`config.mk`:
```
export PLATFORM = sky130hd
export DESIGN_NAME = fabric_column
export DESIGN_NICKNAME = d
export VERILOG_FILES = /design/src/fabric_route_pkg.sv /design/src/fabric_cfg_pkg.sv /design/src/fabric_column.sv /design/src/pe_tile_left.sv /design/src/clb.sv /design/src/switch_box_left.sv /design/src/connect_box.sv
export SDC_FILE = /design/constraint.sdc
export NUM_CORES = 1
export LEC_CHECK = 0
export BUFFER_PORTS_ARGS = -buffer_cell sky130_fd_sc_hd__buf_2
export CAP_MARGIN = 20
export CORE_AREA = 10 10 89 110
export DETAILED_ROUTE_END_ITERATION = 8
export DIE_AREA = 0 0 99 120
export PLACE_DENSITY = 0.75
export SYNTH_ARGS = -nofsm -noshare
export SYNTH_HDL_FRONTEND = slang
export SYNTH_SLANG_ARGS = --single-unit
```
`constraint.sdc`:
```
create_clock -name clk -period 2.9 [get_ports clk]
set_input_delay 0.29 -clock clk [delete_from_list [all_inputs] [get_ports clk]]
set_output_delay 0.29 -clock clk [all_outputs]
set_load 0.05 [all_outputs]
```
`src/fabric_route_pkg.sv`:
```
package fabric_route_pkg;

	localparam int NUM_TRACKS = 4;	// per side.

	typedef logic [NUM_TRACKS-1:0] track_t;

	// 0..3 pick side inputs, 4..7 pick side outputs.
	typedef logic [2:0] cb_sel_t;

	// 0..2 pick the other input sides in ascending order, 3 picks the clb.
	typedef logic [1:0] sb_sel_t;
	localparam sb_sel_t SB_SEL_PE = 2'd3;

	// output sides 0, 1, 3 in that order, tracks ascending.
	localparam int SB_CFG_BITS = 24;
	localparam int SB_SIDE_BITS = SB_CFG_BITS / 3;

	typedef logic [1:0] clb_op_t;
	localparam clb_op_t CLB_AND  = 2'd0;
	localparam clb_op_t CLB_OR   = 2'd1;
	localparam clb_op_t CLB_XOR  = 2'd2;
	localparam clb_op_t CLB_NAND = 2'd3;

endpackage

```
`src/fabric_cfg_pkg.sv`:
```
package fabric_cfg_pkg;

	////////////////////
	// bus word types
	////////////////////

	typedef logic [31:0] cfg_addr_t;	// section code in 31:16, tile id in 15:0.
	typedef logic [31:0] cfg_data_t;
	typedef logic [15:0] tile_id_t;
	typedef logic [15:0] section_t;

	////////////////////
	// section codes
	////////////////////

	localparam section_t SECTION_SB  = 16'd7;
	localparam section_t SECTION_CB0 = 16'd6;
	localparam section_t SECTION_CB1 = 16'd5;
	localparam section_t SECTION_CLB = 16'd4;

	function automatic tile_id_t addr_tile(input cfg_addr_t addr);
		return addr[15:0];
	endfunction

	function automatic section_t addr_section(input cfg_addr_t addr);
		return addr[31:16];
	endfunction

endpackage
```
`src/fabric_column.sv`:
```
`timescale 1ns/1ps

module fabric_column
	import fabric_cfg_pkg::*;
	import fabric_route_pkg::*;
#(
	parameter int NUM_TILES    = 2,
	parameter int TILE_ID_BASE = 1
) (
	input  logic                            clk,
	input  logic                            reset,
	input  cfg_addr_t                       config_addr,
	input  cfg_data_t                       config_data,
	input  logic [NUM_TILES*NUM_TRACKS-1:0] west_in,
	input  logic [NUM_TILES*NUM_TRACKS-1:0] east_in,
	input  track_t                          north_in,
	input  track_t                          south_in,
	output logic [NUM_TILES*NUM_TRACKS-1:0] east_out,
	output track_t                          north_out,
	output track_t                          south_out
);

	// per row, side 3 outputs heading south and side 0 outputs heading north.
	logic [NUM_TILES*NUM_TRACKS-1:0] down_tracks;
	logic [NUM_TILES*NUM_TRACKS-1:0] up_tracks;

	for (genvar r = 0; r < NUM_TILES; r++) begin : g_row
		track_t row_in_side0;
		track_t row_in_side3;

		if (r == 0) begin : g_top
			assign row_in_side0 = north_in;
		end else begin : g_top
			assign row_in_side0 = down_tracks[(r-1)*NUM_TRACKS +: NUM_TRACKS];
		end

		if (r == NUM_TILES - 1) begin : g_bottom
			assign row_in_side3 = south_in;
		end else begin : g_bottom
			assign row_in_side3 = up_tracks[(r+1)*NUM_TRACKS +: NUM_TRACKS];
		end

		pe_tile_left #(
			.TILE_ID(tile_id_t'(TILE_ID_BASE + r))
		) u_tile (
			.clk        (clk),
			.reset      (reset),
			.config_addr(config_addr),
			.config_data(config_data),
			.in_side0   (row_in_side0),
			.in_side1   (east_in[r*NUM_TRACKS +: NUM_TRACKS]),
			.in_side2   (west_in[r*NUM_TRACKS +: NUM_TRACKS]),
			.in_side3   (row_in_side3),
			.out_side0  (up_tracks[r*NUM_TRACKS +: NUM_TRACKS]),
			.out_side1  (east_out[r*NUM_TRACKS +: NUM_TRACKS]),
			.out_side3  (down_tracks[r*NUM_TRACKS +: NUM_TRACKS])
		);
	end

	assign north_out = up_tracks[0 +: NUM_TRACKS];
	assign south_out = down_tracks[(NUM_TILES-1)*NUM_TRACKS +: NUM_TRACKS];

endmodule

```
`src/pe_tile_left.sv`:
```
`timescale 1ns/1ps

module pe_tile_left
	import fabric_cfg_pkg::*;
	import fabric_route_pkg::*;
#(
	parameter tile_id_t TILE_ID = 16'd1
) (
	input  logic      clk,
	input  logic      reset,
	input  cfg_addr_t config_addr,
	input  cfg_data_t config_data,
	input  track_t    in_side0,
	input  track_t    in_side1,
	input  track_t    in_side2,
	input  track_t    in_side3,
	output track_t    out_side0,
	output track_t    out_side1,
	output track_t    out_side3
);

	logic op_0;
	logic op_1;
	logic pe_output;

	logic     id_match;
	section_t section;
	logic     config_en_sb;
	logic     config_en_cb0;
	logic     config_en_cb1;
	logic     config_en_clb;

	////////////////////
	// config decode
	////////////////////

	assign id_match = (addr_tile(config_addr) == TILE_ID);
	assign section  = addr_section(config_addr);

	assign config_en_sb  = id_match && (section == SECTION_SB);
	assign config_en_cb0 = id_match && (section == SECTION_CB0);
	assign config_en_cb1 = id_match && (section == SECTION_CB1);
	assign config_en_clb = id_match && (section == SECTION_CLB);

	connect_box cb0 (
		.clk        (clk),
		.reset      (reset),
		.config_en  (config_en_cb0),
		.config_data(config_data[2:0]),
		.side_in    (in_side0),
		.side_out   (out_side0),
		.block_out  (op_0)
	);

	connect_box cb1 (
		.clk        (clk),
		.reset      (reset),
		.config_en  (config_en_cb1),
		.config_data(config_data[2:0]),
		.side_in    (in_side1),
		.side_out   (out_side1),
		.block_out  (op_1)
	);

	switch_box_left sb (
		.clk        (clk),
		.reset      (reset),
		.config_en  (config_en_sb),
		.config_data(config_data),
		.in_side0   (in_side0),
		.in_side1   (in_side1),
		.in_side2   (in_side2),
		.in_side3   (in_side3),
		.pe_output  (pe_output),
		.out_side0  (out_side0),
		.out_side1  (out_side1),
		.out_side3  (out_side3)
	);

	clb compute_block (
		.clk        (clk),
		.reset      (reset),
		.config_en  (config_en_clb),
		.config_data(config_data[1:0]),
		.in0        (op_0),
		.in1        (op_1),
		.out        (pe_output)
	);

endmodule

```
`src/clb.sv`:
```
`timescale 1ns/1ps

module clb
	import fabric_route_pkg::*;
(
	input  logic    clk,
	input  logic    reset,
	input  logic    config_en,
	input  clb_op_t config_data,
	input  logic    in0,
	input  logic    in1,
	output logic    out
);

	clb_op_t op;

	always_ff @(posedge clk) begin
		if (reset) begin
			op  <= CLB_AND;
			out <= 1'b0;
		end else begin
			if (config_en) begin
				op <= config_data;
			end
			case (op)
				CLB_AND:  out <= in0 & in1;
				CLB_OR:   out <= in0 | in1;
				CLB_XOR:  out <= in0 ^ in1;
				CLB_NAND: out <= ~(in0 & in1);
				default:  out <= 1'b0;
			endcase
		end
	end

endmodule

```
`src/switch_box_left.sv`:
```
`timescale 1ns/1ps

module switch_box_left
	import fabric_cfg_pkg::*;
	import fabric_route_pkg::*;
(
	input  logic      clk,
	input  logic      reset,
	input  logic      config_en,
	input  cfg_data_t config_data,
	input  track_t    in_side0,
	input  track_t    in_side1,
	input  track_t    in_side2,
	input  track_t    in_side3,
	input  logic      pe_output,
	output track_t    out_side0,
	output track_t    out_side1,
	output track_t    out_side3
);

	logic [SB_CFG_BITS-1:0] route_cfg;

	// four-way pick for one output track.
	function automatic logic route_pick(
		input sb_sel_t sel,
		input logic    src_a,
		input logic    src_b,
		input logic    src_c,
		input logic    pe
	);
		case (sel)
			2'd0: route_pick = src_a;
			2'd1: route_pick = src_b;
			2'd2: route_pick = src_c;
			SB_SEL_PE: route_pick = pe;
			default: route_pick = 1'b0;
		endcase
	endfunction

	always_ff @(posedge clk) begin
		if (reset) begin
			route_cfg <= '0;
		end else if (config_en) begin
			route_cfg <= config_data[SB_CFG_BITS-1:0];
		end
	end

	////////////////////
	// output muxes
	////////////////////

	for (genvar t = 0; t < NUM_TRACKS; t++) begin : g_track
		sb_sel_t sel_n;
		sb_sel_t sel_e;
		sb_sel_t sel_s;

		assign sel_n = route_cfg[0*SB_SIDE_BITS + 2*t +: 2];
		assign sel_e = route_cfg[1*SB_SIDE_BITS + 2*t +: 2];
		assign sel_s = route_cfg[2*SB_SIDE_BITS + 2*t +: 2];

		// own side is never a source.
		assign out_side0[t] = route_pick(sel_n, in_side1[t], in_side2[t], in_side3[t], pe_output);
		assign out_side1[t] = route_pick(sel_e, in_side0[t], in_side2[t], in_side3[t], pe_output);
		assign out_side3[t] = route_pick(sel_s, in_side0[t], in_side1[t], in_side2[t], pe_output);
	end

endmodule

```
`src/connect_box.sv`:
```
`timescale 1ns/1ps

module connect_box
	import fabric_route_pkg::*;
(
	input  logic    clk,
	input  logic    reset,
	input  logic    config_en,
	input  cb_sel_t config_data,
	input  track_t  side_in,
	input  track_t  side_out,
	output logic    block_out
);

	cb_sel_t sel;
	logic [2*NUM_TRACKS-1:0] tracks;

	always_ff @(posedge clk) begin
		if (reset) begin
			sel <= '0;
		end else if (config_en) begin
			sel <= config_data;
		end
	end

	// upper half is the side's outgoing wires.
	assign tracks = {side_out, side_in};

	assign block_out = tracks[sel];

endmodule

```
==> reports/metrics.cfg <==
[outcome]
status=complete, no violations

[detailed_routing]
drc_errors=0
drt-pass1-iter-count=4
vias=3237
wl_per_cell_um=19.68
drt-total-wl_mm=10.94
drt_iter0_drc=186
postRouteAntennaNets=0
via_per_inst=5.822

[floorplan]
die_y_um=120
core-area_mm2=0.007702
rows=36
pin_count=106
start_util_pct=48.25
fp.dieW_um=99
die-area_mm2=0.01188

[power]
irDropWorstVdd_uv=430.2
power.leakage_nw=1.893
clkPwrFrac_pct=41.3
swShare_pct=25.98
power_switching_mw=0.5074
p_int_mw=1.446
combPwrFrac_pct=12.2
p_total_mw=1.953
p_seq_share_pct=46.5
p_per_area_mw_per_mm2=433.6

[yosys]
ys_warn_count=0
synth_fp_nets=454
yosysSeqAreaShare_pct=35.56
yosys_register_bits=66
synth_area_mm2=0.003716
async_flop_share_pct=0
synth_flop_cell=dfxtp_1
syn_inst=360
synth-edff-count=0
synth_cell_types=46
avgSynthCellArea_um2=10.32

[place]
dp_cells=539
dp_hpwl_mm=8.590
gp_congestion=0.8864
port_buffers=97

[timing]
finClkSkew_ps=8.425
rsz0062_at_grt=true
period_needed_ps=2780
finalSetupViolCount=0
fmaxAchievable_ghz=0.3597
finalCritPeriodShare_pct=95.86
slew_headroom_pct=60.88
drv_slew=0
hold_violations=0
worst_pin_slew_ps=586.8

[clocking]
clock_path_buffers=2
cts_buffers=9
insertion_delay_ps=350
clock-sinks=66
cts.clk_slew.worst_paths_ps=70
cts_tree=built
htree_num_levels=3
cts-root-buf=clkbuf_8

[final_layout]
final_core_util_pct=58.48
num-fill-cells=681
syn2layout_area_growth_pct=21.21
final_common_cell=buf_2
final-instance-count-excl-fill=556
final_nets=550
drive_above_1_share_pct=31.89
final_cell_mix=buf_2, mux2i_1, dfxtp_1
antenna_cells=0

[critical_path]
r2r_start=g_row[0].u_tile.sb.route_cfg[16]
end_kind=flip-flop
ff2ff_setup_slack_ps=120
r2r_cells=10
arrival_ps=2990
worst_r2r_endpoint=g_row[1].u_tile.compute_block.out
path_class=flip-flop to flip-flop
path_max_fanout=3
critPathLaunchType=flip-flop
cp.required_ps=3110

[global_routing]
grt_pass1_vias=3355
grtUsageTotal_pct=18.03
grt_max_degree=37
grt_pass1_wl_mm=17.09
antenna_found_initial=0
grt_overflow_total=0

[worst_hold_path]
hold_class=input pin to flip-flop
min_to=g_row[0].u_tile.sb.route_cfg[23]
holdPathStages=3
min_from=config_data[23]

[run]
drv_cap=0

per-stage QoR:
stage | setup slack [ps] | setup TNS [ps] | instance area (um2) | hold WS, ps
floorplan | 44.48 | 0 | 3716 | 433.9
global placement | 101.0 | 0 | 4284 | 475.4
detailed placement | 37.68 | 0 | 4284 | 489.1
CTS | 30.46 | 0 | 4489 | 181.7
global route | -21.07 | -21.07 | 4504 | 188.3
finish | 119.9 | 0 | 4504 | 193.3
layout make-up:
class | instances | area, um2 | area share (%)
clock buffer | 12 | 155.1 | 3.444
clock inverter | 4 | 50.05 | 1.111
inverter | 5 | 18.77 | 0.4167
multi-input combinational | 271 | 2308 | 51.25
sequential | 66 | 1323 | 29.36
tap | 95 | 118.9 | 2.639
timing repair buffer | 103 | 530.5 | 11.78
flip-flops by register name, indices dropped and copies added, names as in the netlist:
register / count
g_row.u_tile.compute_block.out: 2
g_row.u_tile.sb.route_cfg: 48
g_row.u_tile.cb0.sel: 6
g_row.u_tile.cb1.sel: 6
g_row.u_tile.compute_block.op: 4
cell usage after synthesis (2+ instances only):
| cell type | number | area share [%] |
|---|---|---|
| mux2_2 | 2 | 0.61 |
| mux2i_1 | 79 | 21 |
| a211o_1 | 2 | 0.47 |
| a211oi_1 | 2 | 0.40 |
| nand2b_1 | 19 | 3.2 |
| o211ai_1 | 2 | 0.40 |
| nand3b_1 | 2 | 0.40 |
| nor4b_1 | 7 | 1.6 |
| ha_1 | 4 | 1.3 |
| nor3_1 | 3 | 0.40 |
| o311ai_1 | 2 | 0.47 |
| nand4_1 | 4 | 0.67 |
| nor2_1 | 59 | 6.0 |
| o21ai_1 | 4 | 0.54 |
| nand2_1 | 15 | 1.5 |
| clkbuf_1 | 13 | 1.3 |
| or3_1 | 2 | 0.34 |
| nor3b_1 | 7 | 1.4 |
| and3_1 | 2 | 0.34 |
| nor4_1 | 5 | 0.84 |
| a21oi_1 | 6 | 0.81 |
| mux2_1 | 2 | 0.61 |
| mux4_2 | 20 | 12 |
| buf_2 | 5 | 0.67 |
| and4b_1 | 2 | 0.54 |
| dfxtp_1 | 66 | 36 |
| inv_1 | 4 | 0.40 |
| mux4_1 | 2 | 1.4 |
per-layer routing:
layer | routed length (um) | vias up | global-route usage, %
met5 | 0 | - | 0
met4 | 495 | 0 | 10.23
met3 | 722 | 34 | 4.765
met2 | 5551 | 139 | 31.24
met1 | 4173 | 1526 | 19.28
li1 | - | 1538 | -
worst max path at each step:
stage | start | end | slack (ps) | depth (start not counted)
finish | g_row[0].u_tile.sb.route_cfg[16] | g_row[1].u_tile.compute_block.out | 120 | 10
global route | g_row[0].u_tile.sb.route_cfg[16] | g_row[1].u_tile.compute_block.out | -20 | 10
CTS | g_row[0].u_tile.sb.route_cfg[16] | g_row[1].u_tile.compute_block.out | 30 | 10
detailed placement | west_in[0] | g_row[1].u_tile.compute_block.out | 40 | 11
global placement | west_in[0] | g_row[1].u_tile.compute_block.out | 100 | 11
floorplan | g_row[0].u_tile.sb.route_cfg[16] | g_row[1].u_tile.compute_block.out | 40 | 10
critical path: stages (launching register included):
cell     delay, ps
dfxtp_2        340
mux4_2         540
mux4_2         480
or4b_4         490
o21ai_2         70
or3_1          110
ha_1           220
mux2i_1        150
nor2_1          50
a21oi_1        110
nor2_1          50
power groups by stage:
stage | Clock [mW] | Sequential (mW) | Combinational (mW)
floorplan | 0 | 0.928 | 0.124
global placement | 0 | 0.929 | 0.232
detailed placement | 0 | 0.929 | 0.237
CTS | 0.815 | 0.908 | 0.237
global route | 0.857 | 0.908 | 0.253
finish | 0.806 | 0.908 | 0.239
kinds of logic after synthesis:
group	Yosys count	synth area share, %
and+or+nand+nor	133	19.09
muxes	105	36.03
DFF	66	35.56
AOI/OAI and AO/OA	29	5.489
buffers and inverters	23	2.491
adders and majority gates	4	1.347
what timing repair did:
action	CTS	global route
resized for setup	0	2
hold buffers	0	0
hold endpoints to repair	0	0
buffers inserted	0	1
endpoints found under the setup margin	0	2
(Power assumes the default switching activity.)
